<file path="src/bridge_defines.svh">
`ifndef BRIDGE_DEFINES_SVH
`define BRIDGE_DEFINES_SVH

// Byte address width on the 68000 side
// Wishbone carries bits ADDR_BITS-1 down to 2
`define ADDR_BITS 24

// Memory depth as log2 of the number of 16-bit words
// Word addresses at or above the depth are unmapped
`define RAM_WORDS_LOG2 10

// Clock cycles the memory waits after seeing the address strobe
// before it pulls DTACK low
`define RAM_WAIT_STATES 2

// Strobe cycles without DTACK before the access ends in a bus error
`define ACK_TIMEOUT 16

`endif

</file>
<file path="src/ackTimer.sv">
`include "bridge_defines.svh"

module ackTimer (
	input  logic clk68k,
	input  logic reset,
	input  logic asN,
	output logic timedOut
);

	localparam int cntBits = $clog2(`ACK_TIMEOUT + 1);

	logic [cntBits-1:0] waitCnt;

	// Counts strobe cycles and holds at the limit
	always_ff @(posedge clk68k)
	begin
		if (reset || asN)
			waitCnt <= '0;
		else if (!timedOut)
			waitCnt <= waitCnt + 1'b1;
	end

	assign timedOut = (waitCnt == cntBits'(`ACK_TIMEOUT));

endmodule

</file>
<file path="config.mk">
export PLATFORM = sky130hd
export DESIGN_NAME = ackTimer
export DESIGN_NICKNAME = d
export VERILOG_FILES = /design/src/ackTimer.sv
export VERILOG_INCLUDE_DIRS = /design/src /design/src/src
export SDC_FILE = /design/constraint.sdc
export NUM_CORES = 1
export LEC_CHECK = 0
export BUFFER_PORTS_ARGS = -buffer_cell sky130_fd_sc_hd__buf_2
export CAP_MARGIN = 40
export CORE_AREA = 2 2 39 41
export DETAILED_ROUTE_END_ITERATION = 8
export DIE_AREA = 0 0 41 43
export SYNTH_ARGS = -nofsm -noshare
export SYNTH_HDL_FRONTEND = slang
export SYNTH_SLANG_ARGS = --single-unit
export TNS_END_PERCENT = 10
</file>
<file path="constraint.sdc">
create_clock -name clk68k -period 3 [get_ports clk68k]
set_input_delay 0.15 -clock clk68k [delete_from_list [all_inputs] [get_ports clk68k]]
set_output_delay 0.15 -clock clk68k [all_outputs]
set_load 0.005 [all_outputs]
</file>
# ---- Word-level counts from Yosys, hierarchy flattened
# Cells that the tools add are included.
dict set report classes {
  add_sub_neg 1
  multipliers 0
  n_div 0
  order_cmp 0
  eq_ne 1
  n_shift 0
  mux 0
  n_bitwise 0
  n_reduce_logical 1
}
# operator n
set ops {}
lappend ops {{adder 5 x 1 -> 5 bit, second input constant} 1}
lappend ops {{== test 5 bit, second input constant} 1}
lappend ops {{logical OR 1 bit} 1}
dict set report word_totals {
  register_bits 5
  latchBits 0
  ram_bits 0
  mem_bits_ro 0
  input_bits 3
  output_inout_bits 1
  elab_cells 4
  mem_count 0
}

# ---- Longest topological paths before layout
# Gate-level depths: netlist of run 1.
dict set report logic_depth {
  depth_word 1
  depth_mapped 5
  depth_no_buf 5
}

# ---- Worst setup path after synthesis of run 1
# OpenSTA, ideal clock, no wires.
dict set report synth_path {
  path_kind {reg2reg}
  start {reg waitCnt[0]}
  end {reg waitCnt[3]}
  setup_time_ps 62
  t_arrival_ps 1200
  required_ps 2938
  path_slack_ps 1738
  stages_incl_launch_ff 6
  period_less_slack_ps 1262
  path_cell_list {dfxtp_1 > inv_1 > ha_1 > and4bb_4 > or3_4 > nor2_2}
}
dict set report synth_via {
  elab_chain_len 1
}
# element line
set synth_lines {}
lappend synth_lines {{from (decl)} ackTimer.sv:12} ;# logic [cntBits-1:0] waitCnt;
lappend synth_lines {{from (signal assigned)} ackTimer.sv:20} ;# waitCnt <= waitCnt + 1'b1;
lappend synth_lines {{== test 5 bit} ackTimer.sv:23} ;# assign timedOut = (waitCnt == cntBits'(`ACK_TIMEOUT));
lappend synth_lines {{named net timedOut} ackTimer.sv:7} ;# output logic timedOut
# The timed path passes the listed nets, and every way through them passes these cells.
# A chain may end at the register's enable or synchronous reset.

# ---- Worst setup path in the final report of run 1
dict set report layout_path {
  start {reg waitCnt[0]}
  end {out timedOut}
}
dict set report layout_via {
  elab_chain_len 1
}
# element line
set layout_lines {}
lappend layout_lines {{== test 5 bit} ackTimer.sv:23}
lappend layout_lines {{to (decl)} ackTimer.sv:7}
# Every way passes these cells.

==> impl_summary.md, run 1 <==
Floorplanning
The placeable core area is 1380 µm². The count of pins on the block boundary is 4. The initial core utilization is 0.174. Measured along the y axis, the die boundary spans 43 µm. The width of the chip is 41 µm. The floorplan step defined a die boundary enclosing 1760 µm².

The number of cell rows is 14.

STA
Setup violations remaining at the end of the flow were counted as 0. In the finished design, the share of the clock period the worst path needs comes to 0.451. The number of max-slew violations in the final report is 0.

The tightest slew margin relative to the limit is 0.879. The minimum hold slack is 109 ps. Setup total negative slack on the finished layout was measured at 0 ps. Setup repair after global routing left no endpoint under its margin. Derived from the worst setup path, the maximum achievable clock frequency is 0.739 GHz. The number of hold violations in the final report is 0. Across the routed clock network, the largest skew measured is 4.12 ps.

The actual slew at the worst max-slew pin is 180 ps. The time the worst path needs with I/O delays and setup is 1350 ps. The worst-case setup margin in the final layout is 1650 ps.

Placement
The number of buffers added on ports is 3. The congestion estimate from routability-driven global placement came to 0.650. Prior to clock tree synthesis, the placed netlist has a worst setup slack of 1670 ps. The cell area reported after detailed placement is 275 µm².

The placed cell count is 42.

Layout
Once layout is complete, the utilization of the core stands at 0.218. In the final layout, the registers with the most flip-flops are waitCnt: 5 flops. After the flow finishes, the layout carries non-filler instances totaling 46. In the final layout, flip-flops and latches occupy 100 µm². The final non-filler cell area is 302 µm². Counting flops per register, the top entry is waitCnt. The number of inserted filler cells in the final layout is 151. The register with the most flip-flops in the layout has 5 of them. The antenna cell count is 0. In the final layout, the share of cells above drive strength 1 is 0.300.

The final net count is 36. Compared with the post-synthesis result, the final layout area differs by 25.5%. The footprint of the multi-input gates is 133 µm².

Clocking
The number of setup buffers added after CTS is 0. In this run the clock root is driven by a clkbuf_4. The level count of the clock H-tree is 1. The longest clock path from root to sink contains 2 buffers. Clock-pin slew was measured on the worst setup and hold paths at 50 ps. TritonCTS built the clock tree.

The number of buffers created by CTS is 3. The count of hold buffers inserted by post-cts repair is 0. In this run, post-CTS repair resized a total of 0 instances.

For this design, the sink count on the clock tree is 5. The clock latency reported for the late side of the worst-skew pair is 250 ps.

Synth
Yosys mapped the design onto 12 distinct sky130hd cell types. In the post-synthesis netlist, the biggest area contributors are dfxtp_1 (42%), ha_1 (10%), xnor2_1 (7.3%). After synthesis the netlist holds a flip-flop and latch count of 5. The Yosys step of the flow raised 0 warnings. The biggest area consumer among synthesized cells is dfxtp_1. Counting flops with a built-in enable in the synthesized netlist gives 0. For this run, the register share of the synthesized area comes to 0.417. The synthesized area per cell is 10.4 µm².

The prevailing post-synth register cell is dfxtp_1. The synthesized instance count is 23. The post-synthesis instance area is 240 µm². The number of nets in the synthesized netlist is 28. For this run, asynchronously set or reset flops after synthesis account for 0.

The most common cell in the synthesized netlist is dfxtp_1. The share of Yosys cell area claimed by the top area cell type is 0.417. In the synthesized netlist, the cells that appear most often are dfxtp_1 (5), nor3_1 (3).

Critical path
Tracing the worst setup path back leads to its startpoint at waitCnt[0]. The kind of critical path is reg -> out. For the worst setup path, the data required time is 2850 ps. The critical path arrival is 1200 ps. For flop-to-flop paths, the worst setup slack is 1660 ps. The source of the worst register-to-register timing path is waitCnt[0]. The critical path startpoint category is a register.

The top fanout value on the critical path is 4. STA classifies the critical path endpoint as a primary output.

Detailed routing
In the final routed layout, each cell accounts on average for 8.85 µm. After the first detailed-routing iteration, the DRC count stood at 0. The total DRC errors in the routed layout is 0.

The remaining number of nets flagged by the antenna check after routing is 0. The total number of vias is 178. Wires add up to 407 µm. For this run, the detailed router's first-pass iteration total came to 1. After detailed routing, the number of vias per cell comes to 3.87.

Pwr
Power comes to 0.157 mW. The reported leakage power is 0.111 nW. The largest vdd supply drop is 183 µV. For this design the ratio of total power to cell area is 521 nW/µm².

GRT
The global routing usage summed across all routing layers is 0.0664. The maximum number of pins on one net before global-route repair is 5. The initial antenna violation count is 0. The sum of overflow across all layers after global routing is 0. The number of global-route vias before repair is 199. The first global-routing pass estimated 710 µm of wire.

Job
The tool flagged a number of max-cap violations equal to 0.

Worst hold path
The startpoint of the tightest hold check path is reset. The classification of the worst-slack hold path is in -> reg.

Status
The run finished with clean final reports.
## where the power goes
group	leakage [nW]	switching (mW)	internal (mW)
clock	0.0150	0.0292	0.0504
combinational	0.0555	0.00411	0.00420
sequential	0.0406	0.00116	0.0680
total	0.111	0.0345	0.123
## worst paths after layout
path | end | cells past startpoint
min reg2reg | waitCnt[3] | 2
max reg2reg | waitCnt[2] | 5
max | timedOut | 4
min | waitCnt[1] | 2
## layer usage
layer,part of all wire,track usage,up-vias
met4,0.054,0.100,0
met5,0,0,-
met2,0.48,0.0906,6
met3,0.054,0.0157,3
li1,-,-,91
met1,0.41,0.0615,78
## critical path, cell delays in order (launching register included)
cell and delay, ps:
dfxtp_1 350, inv_1 80, ha_1 200, and4bb_4 210
buf_2 130
## cells in the final DEF, fill, tap and decap left out
cell type  synthesis  final
dfxtp_1            5      5
nor3_1             3      3
clkbuf_4           0      3
buf_2              0      3
inv_1              2      2
xnor2_1            2      2
nand3_1            2      2
xor2_1             2      2
ha_1               2      2
and4bb_4           1      1
or3_4              1      1
nor2_1             1      1
mux2i_1            1      1
nor2_2             1      1
clkbuf_1           0      1
## cells by family (layout without fill, tap and decap cells)
kind of cell | count (synthesis) | count (layout) | synth area share
buffers and inverters | 2 | 9 | 0.0313
XOR/XNOR | 4 | 4 | 0.146
AND/OR/NAND/NOR | 9 | 9 | 0.260
flip-flops | 5 | 5 | 0.417
adder cells (fa/ha/maj) | 2 | 2 | 0.104
multiplexers | 1 | 1 | 0.0417
## final cells by class
type,count,share of cell area
Multi-Input combinational cell,16,0.440
Tap cell,16,0.0664
Timing Repair Buffer,3,0.0498
Clock buffer,4,0.0871
Inverter,2,0.0249
Sequential cell,5,0.332
No activity file was read; power rests on OpenSTA's default activity.
==> run 2, diff against run 1 <==
clock period = 1.2 ns   (was 3 ns; I/O delays follow)
==> impl_summary.md, run 2 (same netlist as run 1, synthesis figures left out) <==
Floorplanning
The initial utilization of the core area, before any placement, comes to 0.174. The die covers 1760 µm². The number of cell rows is 14. The count of pins on the block boundary is 4. The floorplan step defined a core boundary enclosing 1380 µm². In this run the horizontal extent of the chip is 41 µm.

In this run the vertical extent of the chip is 43 µm.

Status
The checks that failed: negative setup slack. The flow ran to the end, but the final reports show violations.

Detailed routing
The routed wire length per instance is 9.37 µm. The remaining number of nets flagged by the antenna check after routing is 0. For this run, design rule violations remaining after detail routing come to 0.

After detailed routing, the number of vias per cell comes to 3.75. Summing over every cut layer, the via total after detailed routing is 195. The initial detailed-routing violation count is 5. The first detailed-routing pass ran for 2 iterations. The post-detailed-routing wire length is 487 µm.

GRT
The first global-routing pass estimated 793 µm of wire. The global routing usage summed across all routing layers is 0.0764. Global routing finished with a remaining overflow of 0.

The initial antenna violation count was 0. The number of global-route vias before repair is 210. Entering global routing, the biggest net connects 5 pins.

Layout
Leaving out fill and tap cells, the most frequent cells in the layout are buf_4 (5), nor3_1 (3), clkbuf_4 (3), dfxtp_1 (3). The register with the most flip-flops in the layout has 5 of them. The final standard cell count with taps included and fillers excluded is 52. In the final design database the tool counted 42 nets. In the final layout, the share of cells above drive strength 1 is 0.583. The growth of design area from synthesis to finish is 55.7%. The largest registers in the layout are waitCnt: 5 flops. The register with the highest flop count is waitCnt. The number of inserted filler cells in the final layout is 148. The antenna cell count is 0.

Measured on the finished design, the core utilization comes to 0.270. The library cell used most frequently in the layout, excluding fill and tap cells, is buf_4.

STA
The number of max-slew violations in the final report was 0. Once routing completed, OpenROAD measured the worst setup slack at -33.4 ps. The number of hold violations in the final report is 0. The worst setup skew after layout is 0.872 ps. The share of the clock period used by the worst path is 1.03. Setup violations remaining at the end of the flow were counted as 1. The actual slew at the worst max-slew pin is 174 ps. Setup repair after global routing could not meet its margin everywhere. Static timing analysis puts the maximum clock frequency at 0.811 GHz.

In this run the tightest slew margin relative to its limit is 0.883. Counting I/O delays and the setup requirement, the final critical path takes 1230 ps.

Placement
Routability-driven placement finished with a final weighted congestion of 0.713. Including well taps, the total number of placed cells is 47. After legalization and detailed placement, the total HPWL measured 342 µm.

The number of buffers added on ports is 3.

Critical path
The critical path startpoint category is a register. Of all nets on the critical path, the largest fanout is 3. The worst setup path is of the reg -> out kind. STA classifies the critical path endpoint as a primary output. Data on the critical path arrives at its endpoint at 1170 ps. STA puts the critical path data required time at 1140 ps.

Clocking
The clock tree root driver cell is clkbuf_4. In this run the number of H-tree levels came out at 1. TritonCTS built the clock tree. Clock-pin slew was measured on the worst setup and hold paths at 40 ps. For this design, the sink count on the clock tree is 5.

Clock latency on the worst-skew pair, taken at its later pin, is 240 ps. The number of buffers between clock root and the deepest sink is 2. The number of buffers created by CTS is 3.

Pwr
The largest vdd supply drop is 480 µV. The analysis attributes to cell leakage a power of 0.145 nW. For this design the ratio of total power to cell area is 1080 nW/µm².

Job
The max-capacitance violation count is 0.

Worst hold path
The tightest min-delay check is of the in -> reg type.
## run 2: where the power goes
part | switching (mW) | internal [mW]
sequential | 0.00192 | 0.171
clock | 0.0701 | 0.126
combinational | 0.0154 | 0.0187
total | 0.0874 | 0.315
## run 2: final timing paths
path              start    endpoint  slack, ps  depth (start not counted)
max reg2reg  waitCnt[1]  waitCnt[1]         10                          6
min               reset  waitCnt[0]         30                          2
max          waitCnt[1]    timedOut        -30                          5
min reg2reg  waitCnt[3]  waitCnt[3]        560                          2
## run 2: repair_timing
item | CTS | global route
setup buffers | 1 | 0
resized for setup | 5 | 1
setup endpoints to repair | 4 | 4
pin swaps | 1 | 0
gates cloned | 0 | 0
hold buffers | 0 | 0
## run 2: routing by layer
metal	track usage	vias to the layer above	part of all wire
met2	0.0938	4	0.53
met1	0.0742	88	0.40
met4	0.0533	0	0
li1	-	103	-
met3	0.0785	0	0.074
met5	0	-	0
## run 2: worst max-delay path, stage by stage (launching register included)
cell      delay (ps)
dfxtp_2          310
inv_2             70
ha_4             120
and4bb_4         250
buf_6            100
buf_6             80
## run 2: layout make-up
type                       instances  area, µm²  share of cell area
clock buffer                       4       26.3              0.0702
sequential                         5        103               0.274
multi-input combinational         16        148               0.395
tap                               16       20.0              0.0535
inverter                           2       7.51              0.0201
timing repair buffer               9       70.1               0.187
## run 2: stage by stage
step                      setup WS (ps)  cell area [µm²]  hold slack, ps  total power [mW]  TNS, ps
after floorplan                   -15.0              243             129             0.189    -21.2
after global placement            -14.0              315             279             0.205    -16.6
after detailed placement          -34.2              315             279             0.206    -85.3
after CTS                         -43.2              372            24.4             0.408    -43.2
after global routing              -70.1              374            25.0             0.431     -158
final                             -33.4              374            25.4             0.403    -33.4
