===== src/bridge_defines.svh =====
`ifndef BRIDGE_DEFINES_SVH
`define BRIDGE_DEFINES_SVH

// Byte address width on the 68000 side
// Wishbone carries bits ADDR_BITS-1 down to 2
`define ADDR_BITS 24

// Memory depth as log2 of the number of 16-bit words
// Word addresses at or above the depth are unmapped
`define RAM_WORDS_LOG2 10

// Clock cycles the memory waits after seeing the address strobe
// before it pulls DTACK low
`define RAM_WAIT_STATES 2

// Strobe cycles without DTACK before the access ends in a bus error
`define ACK_TIMEOUT 16

`endif


===== src/wishbonePkg.sv =====
package wishbonePkg;

	// How a Wishbone select pattern maps onto 68000 word cycles
	// selLong   all four lanes, two word cycles
	// selHigh   lanes 3 and 2 only, bits 31:16
	// selLow    lanes 1 and 0 only, bits 15:0
	// selBad    empty or mixed patterns the 68000 cannot do
	typedef enum logic [1:0]
	{
		selLong = 2'd0,
		selHigh = 2'd1,
		selLow  = 2'd2,
		selBad  = 2'd3
	} selKind;

endpackage


===== src/busCycleFsm.sv =====
module busCycleFsm (
	input  logic                clk68k,
	input  logic                reset,
	input  logic                wbCyc,
	input  logic                wbStb,
	input  wishbonePkg::selKind kind,
	input  logic                dtackN,
	input  logic                timedOut,
	output logic                asN,
	output logic                secondHalf,
	output logic                latchHalf,
	output logic                wbAck,
	output logic                wbErr
);

	typedef enum logic [2:0]
	{
		stIdle,
		stStrobe,
		stRelease,
		stGap,
		stRespond
	} stateT;

	stateT state;
	logic lastHalf;

	// Word accesses finish after one strobe, longwords after two
	assign lastHalf = (kind != wishbonePkg::selLong) || secondHalf;

	// Read half is captured on the edge that sees DTACK
	assign latchHalf = (state == stStrobe) && !dtackN;

	always_ff @(posedge clk68k)
	begin
		if (reset)
		begin
			state <= stIdle;
			asN <= 1'b1;
			secondHalf <= 1'b0;
			wbAck <= 1'b0;
			wbErr <= 1'b0;
		end
		else
		begin
			// Responses are single-cycle pulses
			wbAck <= 1'b0;
			wbErr <= 1'b0;
			case (state)
				stIdle:
					if (wbCyc && wbStb)
					begin
						secondHalf <= 1'b0;
						if (kind == wishbonePkg::selBad)
						begin
							wbErr <= 1'b1;
							state <= stRespond;
						end
						else
						begin
							asN <= 1'b0;
							state <= stStrobe;
						end
					end
				stStrobe:
					if (!dtackN)
					begin
						asN <= 1'b1;
						if (lastHalf)
						begin
							wbAck <= 1'b1;
							state <= stRespond;
						end
						else
						begin
							// Address moves to the low word while AS is high
							secondHalf <= 1'b1;
							state <= stRelease;
						end
					end
					else if (timedOut)
					begin
						asN <= 1'b1;
						wbErr <= 1'b1;
						state <= stRespond;
					end
				stRelease:
					// Memory must drop DTACK before the next strobe
					if (dtackN)
						state <= stGap;
				stGap:
				begin
					asN <= 1'b0;
					state <= stStrobe;
				end
				stRespond:
					state <= stIdle;
				default:
					state <= stIdle;
			endcase
		end
	end

endmodule


===== config.mk =====
export PLATFORM = sky130hd
export DESIGN_NAME = busCycleFsm
export DESIGN_NICKNAME = d
export VERILOG_FILES = /design/src/bridge_defines.svh /design/src/wishbonePkg.sv /design/src/busCycleFsm.sv
export SDC_FILE = /design/constraint.sdc
export NUM_CORES = 1
export LEC_CHECK = 0
export BUFFER_PORTS_ARGS = -buffer_cell sky130_fd_sc_hd__buf_2
export CAP_MARGIN = 20
export CORE_AREA = 5 5 42 44
export DETAILED_ROUTE_END_ITERATION = 10
export DIE_AREA = 0 0 47 49
export SETUP_SLACK_MARGIN = 0.5
export SLEW_MARGIN = 20
export SYNTH_ARGS = -nofsm -noshare
export SYNTH_HDL_FRONTEND = slang
export SYNTH_SLANG_ARGS = --single-unit

===== constraint.sdc =====
create_clock -name clk68k -period 1.9 [get_ports clk68k]
set_input_delay 0.19 -clock clk68k [delete_from_list [all_inputs] [get_ports clk68k]]
set_output_delay 0.19 -clock clk68k [all_outputs]
set_load 0.005 [all_outputs]

---- Word level (Yosys, flattened, before mapping) ----
Cells that the tools add are included.
storage, ports and cells
  input bits .............................. 8
  register bits after elaboration ......... 7
  output and inout port bits .............. 5
cells by class
  muxes and demuxes ....................... 22
  equality and inequality tests ........... 10
  bitwise gates (word level) .............. 1
  reduce and logical (&&, ||, !) cells .... 12
operators by type and width
  kind                                            count
  2-to-1 mux 3 bit                                6
  2-to-1 mux 1 bit                                12
  one-hot mux 3 bit (4 select lines)              1
  inequality test 2 bit (second input constant)   5
  AND reduction 4 bit                             2
  == test 3 x 2 -> 1 bit (second input constant)  2
  one-hot mux 1 bit (2 select lines)              2
  nonzero test 2 bit                              2
  == test 3 x 1 -> 1 bit (second input constant)  1
  logical NOT 3 bit                               1
  inequality test 3 bit (second input constant)   1
  one-hot mux 1 bit (3 select lines)              1
  AND reduction 3 bit                             1
  nonzero test 3 bit                              1
  OR reduction 3 bit                              1
  == test 2 bit (second input constant)           1
  logical AND 1 bit                               2
  logical NOT 1 bit                               1
  logical OR 1 bit                                1
  NOT 1 bit                                       1

---- Longest topological paths before layout ----
Gate-level depths: netlist of run 1.
  word-level depth ........................ 5
  mapped depth ............................ 5
  mapped depth without buffers ............ 4

---- Worst setup path before layout of run 1 ----
No wires, ideal clock.
  path type ............................... reg2reg
  start ................................... reg state[2]
  end ..................................... reg state[2]
  setup slack ............................. 659 ps
  cell stages (with the launch flop) ...... 6
  clock period less this slack ............ 1,241 ps
  setup time .............................. 116 ps
  required time ........................... 1,784 ps
  data arrival time ....................... 1,125 ps
  path buffers ............................ 1
  cell sequence ........................... dfxtp_1 > buf_6 > or3b_4 > nor3_2 > nor2_1 > o211a_1
between the ends
  cells in the longest elaborated chain, start to end .. 3
  elaborated cells on any way between the ends .. 9
  those cells by class .................... 6 x eq/ne; 1 x mux; 2 x reduce/logical
ends and longest elaborated chain
  element                                                                          line               source
  from (decl)                                                                      busCycleFsm.sv:25  stateT state;
  from (signal assigned)                                                           busCycleFsm.sv:38  state <= stIdle;
  from (signal assigned)                                                           busCycleFsm.sv:57  state <= stRespond;
  from (signal assigned)                                                           busCycleFsm.sv:62  state <= stStrobe;
  == test 3 x 1 -> 1 bit (tied with other cells)                                   busCycleFsm.sv:49  case (state)
  inequality test 3 bit (no line) / inequality test 2 bit (equally long branches)  --
  AND reduction 3 bit (no line)                                                    --
Parallel ways exist; a longest one is shown, timed or not.
A chain may end at the register's enable or synchronous reset.

---- Worst setup path after layout of run 1 ----
  start ................................... reg state[1]
  end ..................................... out latchHalf
between the ends
  cells in the longest elaborated chain, start to end .. 2
ends and longest elaborated chain
  element                 line               source
  == test 3 x 1 -> 1 bit  busCycleFsm.sv:32  assign latchHalf = (state == stStrobe) && !dtackN;
  logical AND 1 bit       busCycleFsm.sv:32
  to (decl)               busCycleFsm.sv:11  output logic latchHalf,
Every way passes these cells.

==> results of run 1 <==
## sequential cells by signal, summed over array words and instances (netlist names)
signal,cells
asN,1
wbAck,1
state,3
wbErr,1
secondHalf,1
## how the worst max path moves through the flow
stage                     slack [ps]  depth (start not counted)               endpoint
after floorplan                  660                          5  state[2]$_SDFFE_PP0P_
after detailed placement         540                          4  state[2]$_SDFFE_PP0P_
after global placement           570                          4  state[2]$_SDFFE_PP0P_
after global routing             440                          3              latchHalf
after CTS                        500                          3              latchHalf
final                            490                          3              latchHalf
## power by group through the flow
stage,logic (mW),clock network [mW],registers (mW)
2_1_floorplan,0.0451,0,0.160
3_3_place_gp,0.0592,0,0.166
3_5_place_dp,0.0592,0,0.166
4_1_cts,0.0745,0.143,0.155
5_1_grt,0.0897,0.150,0.156
6_report,0.0806,0.136,0.155
## per-layer routing
| layer | global-route usage [%] | part of all wire, % |
|---|---|---|
| met4 | 6.91 | 2.9 |
| met5 | 0 | 0 |
| met2 | 14.7 | 42 |
| met1 | 15.4 | 47 |
| met3 | 2.95 | 7.4 |
## cell type report
| class | instances | area [sq um] |
|---|---|---|
| Clock buffer | 4 | 26.3 |
| Fill cell | 155 | 857 |
| Inverter | 1 | 3.75 |
| Multi-Input combinational cell | 34 | 253 |
| Sequential cell | 7 | 151 |
| Tap cell | 16 | 20.0 |
| Timing Repair Buffer | 16 | 90.1 |
## critical path: stages (launching register included)
cell and delay (ps):
dfxtp_4 340, or3b_4 410, nor2_4 100, buf_2 120
## logic make-up after synthesis
kind of cell | synth area share, %
simple gates | 35.3
compound gates | 21.8
buf+inv | 7.57
flops | 35.3
## cell usage in the layout, fill, tap and decap left out
| cell | count |
|---|---|
| inv_1 | 1 |
| or3b_4 | 1 |
| a21oi_1 | 7 |
| o41ai_1 | 2 |
| nor2_1 | 4 |
| nand2_1 | 5 |
| nand3b_1 | 1 |
| dfxtp_4 | 3 |
| nor2_4 | 1 |
| clkbuf_4 | 3 |
| nor4_2 | 1 |
| a2111oi_2 | 1 |
| nor4_1 | 1 |
| nor4_4 | 1 |
| buf_4 | 4 |
| clkbuf_1 | 1 |
| nand3_1 | 2 |
| buf_2 | 12 |
| a311oi_1 | 1 |
| o211a_1 | 1 |
| and2b_2 | 1 |
| dfxtp_1 | 4 |
| nor3_4 | 1 |
| nor3_1 | 1 |
| nor4bb_2 | 1 |
| or2_2 | 1 |
## timing repair
item	CTS	global route
resized for setup	7	3
buffers inserted	4	0
cloned	0	0
endpoints found under the setup margin	1	4
pin swaps	1	0
## metrics by stage
stage / hold slack [ps] / power (mW) / setup slack [ps] / utilization, %
3_5_place_dp: 440 / 0.226 / 542 / 32.1
2_1_floorplan: 259 / 0.205 / 659 / -
3_3_place_gp: 441 / 0.226 / 571 / 32.1
6_report: 205 / 0.372 / 494 / 38.8
4_1_cts: 191 / 0.372 / 498 / 37.3
5_1_grt: 205 / 0.395 / 445 / 38.8
==> impl_metrics.csv, run 1 <==
group,metric,value,unit
final_layout,antenna_cells,0,
outcome,status,"finished, final reports clean",
clock_network,clock_path_buffers,2,
yosys,synth_nets,53,
global_routing,grt.total_usage,11.1,%
yosys,syn_area_per_cell,8.81,sq um
critical_path,rr_startpoint,"state[1]$_SDFFE_PP0P_",
clock_network,clk_pin_slew,50,ps
floorplanning,initial_core_util,28.3,%
clock_network,cts_max_level,1,
power_and_ir_drop,netSwitchingPower,102,uW
critical_path,crit_required,1710,ps
worst_hold_path,whs_endpoint,"state[1]$_SDFFE_PP0P_",
sta,tns,0,ps
yosys,synth-edff-count,0,
floorplanning,core_area,0.00140,sq mm
critical_path,reg2reg_slack,580,ps
critical_path,ff2ff_path_depth,5,
floorplanning,die_w,47,um
sta,final_max_slew_viol_count,0,
drt,wire_per_inst,13.3,um
yosys,ys_ff_latch,7,
sta,finalSetupViolCount,0,
sta,fmax,711,MHz
yosys,syn_inst,45,
sta,min_period,1410,ps
floorplanning,die_h,49,um
sta,slew_headroom,75.5,%
clock_network,cts_buffers,3,
power_and_ir_drop,seqPwrFrac,41.8,%
floorplanning,io_pins,13,
power_and_ir_drop,clkPwrFrac,36.5,%
global_routing,grt_overflow_total,0,
place,placed_cells,70,
yosys,synth_largest_area_cell,"dfxtp_1",
worst_hold_path,hp-start,"reset",
power_and_ir_drop,p_per_area,683,mW/mm^2
final_layout,final_cell_area,544,sq um
yosys,async_flop_share,0,%
global_routing,grt_pass1_vias,422,
yosys,yosys_most_used_dff,"dfxtp_1",
yosys,netlist_top_cells_count,"a21oi_1 (7), dfxtp_1 (7), nand2_1 (5), nor2_1 (4)",
yosys,synth_area_leaders,"dfxtp_1 (35%), a21oi_1 (8.8%), nor4_2 (6.3%)",
sta,rsz0062_at_grt,"yes",
clock_network,postCtsHoldBufs,0,
worst_hold_path,hold_depth,2,
critical_path,r2r_end,"state[2]$_SDFFE_PP0P_",
yosys,ys_types,22,
yosys,netlist_area,397,sq um
critical_path,crit_type,"flop to output port",
drt,drc,0,
drt,postRouteAntennaNets,0,
drt,wirelength,1040,um
place,gp_congestion,0.756,
drt,avgViaCountPerCell,5.35,
place,port_buffers,12,
power_and_ir_drop,p_sw_share,27.5,%
run,max-cap-violations,0,
place,dpl-instance-area,450,sq um
floorplanning,num_rows,14,
yosys,synth.top_cell.area_share,35.3,%
clock_network,clock-sinks,7,
drt,dr.pass1.iters,3,
global_routing,grt_pass1_wl,1880,um
critical_path,critPathMaxFanout,2,
power_and_ir_drop,pwr-share-comb,21.7,%
critical_path,crit_start,"state[1]$_SDFFE_PP0P_",
clock_network,cts_tree,"built",
power_and_ir_drop,vdd_drop_max,0.373,mV
place,dp_hpwl,701,um
power_and_ir_drop,p_leak,0.231,nW
yosys,ys_seq_area_share,35.3,%
power_and_ir_drop,internal_power,270,uW
sta,clock_skew,2.76,ps
sta,hold_viol,0,
drt,vias,417,
final_layout,synthToLayoutAreaGrowth,37.2,%
clock_network,clk_latency,250,ps
global_routing,grt_max_degree,11,
global_routing,antenna_found_initial,0,
worst_hold_path,hold_path.class,"input port to flop",
critical_path,end_kind,"output port",
floorplanning,die-area,0.00230,sq mm
critical_path,arrival,1220,ps
final_layout,fin_nets,71,
critical_path,crit_path_start_kind,"flop",
final_layout,drive_gt1_share,50.0,%
clock_network,cts_root_buffer,"clkbuf_4",
final_layout,fin_cells,78,
yosys,yosys_warnings,0,
sta,worst_pin_slew,364,ps
sta,fin_crit_sh,74.0,%
drt,first_iter_violations,9,
(Power assumes the default switching activity.)
==> run 2: changes to the inputs <==
Settings changed: ABC_AREA set to 1.
Clock period 1.9 ns to 1.4 ns, I/O delays scaled along.
==> impl_metrics.csv, run 2 <==
group,metric,value,unit
outcome,status,"finished, final reports clean",
place,gp_congestion,0.807,
sta,worst_pin_slew,281,ps
worst_hold_path,hold_path.class,"input port to flop",
critical_path,critPathMaxFanout,3,
worst_hold_path,hp-start,"reset",
place,dp_hpwl,768,um
clock_network,clk_pin_slew,40,ps
drt,vias,450,
power_and_ir_drop,p_per_area,947,mW/mm^2
final_layout,fill_cells,149,
yosys,yosys_most_used_dff,"dfxtp_1",
critical_path,r2r_end,"asN$_SDFFE_PP1P_",
sta,slew_headroom,81.2,%
yosys,ys_types,13,
final_layout,fin_cells,98,
global_routing,grtUsageMet2,16.1,%
global_routing,grt_pass1_wl,1810,um
sta,worst_slack,312,ps
floorplanning,die_w,47,um
final_layout,final_util,47.3,%
worst_hold_path,hold_depth,2,
drt,postRouteAntennaNets,0,
drt,avgViaCountPerCell,4.59,
final_layout,fin_nets,91,
yosys,synth.top_cell.area_share,36.4,%
sta,finalSetupViolCount,0,
drt,wire_per_inst,10.6,um
clock_network,cts_tree,"built",
floorplanning,num_rows,14,
run,max-cap-violations,0,
place,port_buffers,12,
sta,tns,0,ps
yosys,netlist_area,385,sq um
sta,fmax,919,MHz
critical_path,end_kind,"output port",
global_routing,grt_pass1_vias,462,
place,dp_slack,369,ps
drt,dr.pass1.iters,4,
clock_network,postCtsHoldBufs,0,
yosys,ys_ff_latch,7,
final_layout,top_register,"state",
yosys,ys_seq_area_share,36.4,%
final_layout,drive_gt1_share,56.1,%
sta,min_period,1090,ps
yosys,synth-edff-count,0,
floorplanning,core_area,0.00140,sq mm
final_layout,synthToLayoutAreaGrowth,72.1,%
critical_path,ff2ff_path_depth,7,
global_routing,grt-busiest-layer,"met2",
critical_path,rr_startpoint,"state[1]$_SDFFE_PP0P_",
drt,first_iter_violations,14,
global_routing,met3_usage,3.32,%
global_routing,grt_overflow_total,0,
sta,fin_crit_sh,77.7,%
critical_path,crit_type,"flop to output port",
sta,rsz0062_at_grt,"yes",
sta,final_max_slew_viol_count,0,
place,placed_cells,88,
floorplanning,die_h,49,um
drt,wirelength,1040,um
global_routing,antenna_found_initial,0,
final_layout,largest_reg_flops,3,
critical_path,crit_required,1260,ps
global_routing,grt_max_degree,6,
sta,finalHoldWorstSlack,110,ps
worst_hold_path,whs_endpoint,"state[1]$_SDFFE_PP0P_",
drt,drc,0,
yosys,yosys_warnings,0,
clock_network,cts_root_buffer,"clkbuf_4",
power_and_ir_drop,p_leak,0.299,nW
yosys,syn_inst,60,
floorplanning,io_pins,13,
critical_path,crit_path_start_kind,"flop",
floorplanning,die-area,0.00230,sq mm
yosys,async_flop_share,0,%
yosys,netlist_top_cells_count,"nand2_1 (14), inv_1 (8), nand3_1 (8), nor2_1 (8), dfxtp_1 (7)",
clock_network,cts_buffers,3,
yosys,synth_most_common_cell,"nand2_1",
clock_network,cts_max_level,1,
sta,hold_viol,0,
final_layout,seqCellArea,151,sq um
clock_network,clock_path_buffers,2,
global_routing,gr-usage-met1,11.9,%
sta,clock_skew,6.84,ps
final_layout,layout_common_cells,"nand2_1 (12), buf_2 (12), nand3_1 (6)",
floorplanning,initial_core_util,27.5,%
yosys,synth_area_leaders,"dfxtp_1 (36%), nand2_1 (14%), nand3_1 (10%)",
critical_path,arrival,950,ps
power_and_ir_drop,vdd_drop_max,0.556,mV
yosys,synth_nets,68,
yosys,syn_area_per_cell,6.42,sq um
clock_network,clk_latency,250,ps
clock_network,clock-sinks,7,
critical_path,reg2reg_slack,330,ps
final_layout,multi_input_area,303,sq um
global_routing,grt.total_usage,10.7,%
yosys,synth_largest_area_cell,"dfxtp_1",
final_layout,antenna_cells,0,
-- run 2: changes by cell type after synthesis, sizes merged, moves of 2 or more --
cell   delta
nor4      -3
nor2      +8
o41ai     -2
nand2     +9
nand3     +7
buf       -3
inv       +8
a21oi     -3
-- run 2: logic make-up (layout without fill, tap and decap cells) --
group / after synthesis / count (layout) / synth area share, %
simple gates: 38 / 38 / 46.4
buf+inv: 9 / 31 / 8.77
compound gates: 6 / 6 / 8.44
flops: 7 / 7 / 36.4
-- run 2: timing repair --
item                                    in CTS  in global routing
gates resized for setup                     10                  8
pin swaps                                    9                 10
setup buffers                                5                  1
endpoints found under the setup margin       7                  8
endpoints found under the hold margin        0                  0
-- run 2: worst max-delay path, cell delays in order (launching register included) --
cell	delay, ps
dfxtp_4	350
inv_6	70
nand3_4	90
nor2_4	80
buf_2	110
-- run 2: cell type report --
type | instances | area share (%)
flip-flops and latches | 7 | 22.8
inverters | 9 | 6.23
clock buffers | 4 | 3.96
repair buffers | 18 | 18.3
multi-input cells | 44 | 45.7
well taps | 16 | 3.02
-- run 2: per-stage QoR --
step	total power, mW	instance area [sq um]
global placement	0.391	509
CTS	0.616	622
floorplan	0.349	429
detailed placement	0.393	509
global route	0.681	663
finish	0.628	663
-- run 2: worst max path at each step --
stage,from,end,slack (ps),cells after the start
floorplan,state[2]$_SDFFE_PP0P_,asN$_SDFFE_PP1P_,480,7
global placement,state[0]$_SDFFE_PP0P_,state[0]$_SDFFE_PP0P_,400,5
detailed placement,state[0]$_SDFFE_PP0P_,state[0]$_SDFFE_PP0P_,370,5
CTS,state[1]$_SDFFE_PP0P_,latchHalf,300,4
global route,state[1]$_SDFFE_PP0P_,asN$_SDFFE_PP1P_,240,8
finish,state[1]$_SDFFE_PP0P_,latchHalf,310,4
-- run 2: power breakdown --
part	internal (mW)	switching, mW	total [mW]	leakage [nW]
logic	0.0949	0.124	0.219	0.224
registers	0.215	0.0176	0.233	0.0593
clock network	0.108	0.0684	0.177	0.0150
-- run 2: metal layers --
metal,vias to the layer above,part of all wire [%]
met5,-,0
met4,0,3.9
met3,8,5.2
met2,13,48
met1,194,43
li1,235,-
==> run 3: changes to the inputs <==
Clock period 1.4 ns to 0.91 ns, I/O delays scaled along.
==> impl_metrics.csv, run 3 (synthesis gave the netlist of run 2 again) <==
group,metric,value,unit
outcome,status,"finished with violations",
outcome,violations,"negative setup slack",
clock_network,postCtsHoldBufs,0,
drt,drc,0,
global_routing,grt_pass1_wl,1770,um
drt,wirelength,1100,um
final_layout,layout_commonest_cell,"nand2_1",
sta,worst_slack,-173,ps
sta,fmax,923,MHz
place,gp_congestion,0.779,
floorplanning,num_rows,14,
drt,postRouteAntennaNets,0,
global_routing,grt_max_degree,6,
power_and_ir_drop,finalPower,966,uW
power_and_ir_drop,seqPwrFrac,37.4,%
critical_path,crit_type,"flop to output port",
place,dp_hpwl,776,um
drt,vias,463,
sta,hold_viol,0,
clock_network,clock-sinks,7,
drt,dr.pass1.iters,4,
run,max-cap-violations,0,
clock_network,clk_pin_slew,50,ps
power_and_ir_drop,p_per_area,1500,mW/mm^2
global_routing,grt_pass1_vias,438,
drt,avgViaCountPerCell,4.63,
critical_path,ff2ff_path_depth,7,
power_and_ir_drop,vdd_drop_max,0.845,mV
clock_network,cts_buffers,3,
sta,min_period,1080,ps
worst_hold_path,hold_depth,2,
final_layout,final_util,46.1,%
critical_path,crit_required,820,ps
final_layout,antenna_cells,0,
sta,finalSetupViolCount,8,
clock_network,cts_tree,"built",
power_and_ir_drop,p_leak,0.304,nW
sta,clock_skew,1.88,ps
clock_network,cts_root_buffer,"clkbuf_4",
floorplanning,die_w,47,um
global_routing,grt.total_usage,10.7,%
final_layout,layout_common_cells,"nand2_1 (13), buf_2 (12), buf_4 (7)",
floorplanning,die_h,49,um
place,dp_slack,-97.1,ps
power_and_ir_drop,clkPwrFrac,30.5,%
sta,fin_crit_sh,119,%
critical_path,crit_path_start_kind,"flop",
critical_path,critPathMaxFanout,4,
global_routing,grt_overflow_total,0,
floorplanning,core_area,0.00140,sq mm
sta,worst_pin_slew,228,ps
worst_hold_path,hold_path.class,"input port to flop",
final_layout,largest_reg_flops,3,
critical_path,end_kind,"output port",
final_layout,multi_input_area,278,sq um
critical_path,arrival,990,ps
place,port_buffers,12,
drt,first_iter_violations,7,
final_layout,top_register,"state",
final_layout,fill_cells,157,
sta,slew_headroom,84.6,%
power_and_ir_drop,pwr-share-comb,32.1,%
final_layout,synthToLayoutAreaGrowth,67.5,%
sta,rsz0062_at_grt,"yes",
clock_network,clock_path_buffers,2,
clock_network,cts_max_level,1,
final_layout,drive_gt1_share,54.8,%
floorplanning,die-area,0.00230,sq mm
power_and_ir_drop,internal_power,640,uW
sta,finalHoldWorstSlack,34.8,ps
drt,wire_per_inst,11.0,um
floorplanning,initial_core_util,27.5,%
final_layout,fin_nets,93,
floorplanning,io_pins,13,
final_layout,seqCellArea,156,sq um
clock_network,clk_latency,260,ps
sta,final_max_slew_viol_count,0,
global_routing,antenna_found_initial,0,
power_and_ir_drop,p_sw_share,33.8,%
power_and_ir_drop,netSwitchingPower,326,uW
## run 3: cell types whose count changed in the layout (fill, tap and decap cells not counted), moves of 2 or more
cell / delta
buf_4: +3
dfxtp_2: +4
a21oi_1: +2
a21oi_2: -2
dfxtp_1: -4
## run 3: worst max-delay path: stages, from the launching register on
cell and delay (ps):
dfxtp_4 360, inv_4 70, nand3_4 90, nor2_4 90
buf_2 110
## run 3: final cells by class
| cell class | instances | share of cell area (%) |
|---|---|---|
| Multi-Input combinational cell | 44 | 43.0 |
| Clock buffer | 4 | 4.07 |
| Timing Repair Buffer | 20 | 19.2 |
| Tap cell | 16 | 3.10 |
| Sequential cell | 7 | 24.2 |
| Inverter | 9 | 6.40 |
## run 3: worst paths after layout
check / startpoint / to / slack [ps]
setup / recovery: state[2]$_SDFFE_PP0P_ / latchHalf / -170
hold / removal: reset / state[1]$_SDFFE_PP0P_ / 30
setup reg to reg: state[2]$_SDFFE_PP0P_ / asN$_SDFFE_PP1P_ / -160
hold reg to reg: asN$_SDFFE_PP1P_ / asN$_SDFFE_PP1P_ / 460
## run 3: routing by layer
layer  vias to the layer above  part of all wire [%]  GRT usage, %
li1                        238                     -             -
met1                       208                    46          14.2
met2                        13                    46          14.7
met3                         4                   5.2          3.69
met4                         0                   2.2          5.53
met5                         -                     0             0
## run 3: power groups by stage
stage | clock network, mW | logic, mW | registers (mW)
floorplan | 0 | 0.171 | 0.367
global placement | 0 | 0.250 | 0.367
detailed placement | 0 | 0.250 | 0.368
CTS | 0.299 | 0.289 | 0.360
global route | 0.323 | 0.341 | 0.365
finish | 0.294 | 0.310 | 0.361
## run 3: timing repair
| action | CTS | global route |
|---|---|---|
| buffers inserted | 5 | 0 |
| endpoints found under the hold margin | 0 | 0 |
| pin swaps | 7 | 7 |
| gates resized for setup | 7 | 7 |
| endpoints found under the setup margin | 12 | 12 |
## run 3: through the flow
| step | cells | instance area (sq um) | setup TNS, ps |
|---|---|---|---|
| after floorplan | 60 | 430 | -13.0 |
| after global placement | 91 | 533 | -512 |
| after detailed placement | 91 | 533 | -516 |
| after CTS | 100 | 622 | -994 |
| after global routing | 100 | 646 | -1520 |
| final | 100 | 646 | -950 |
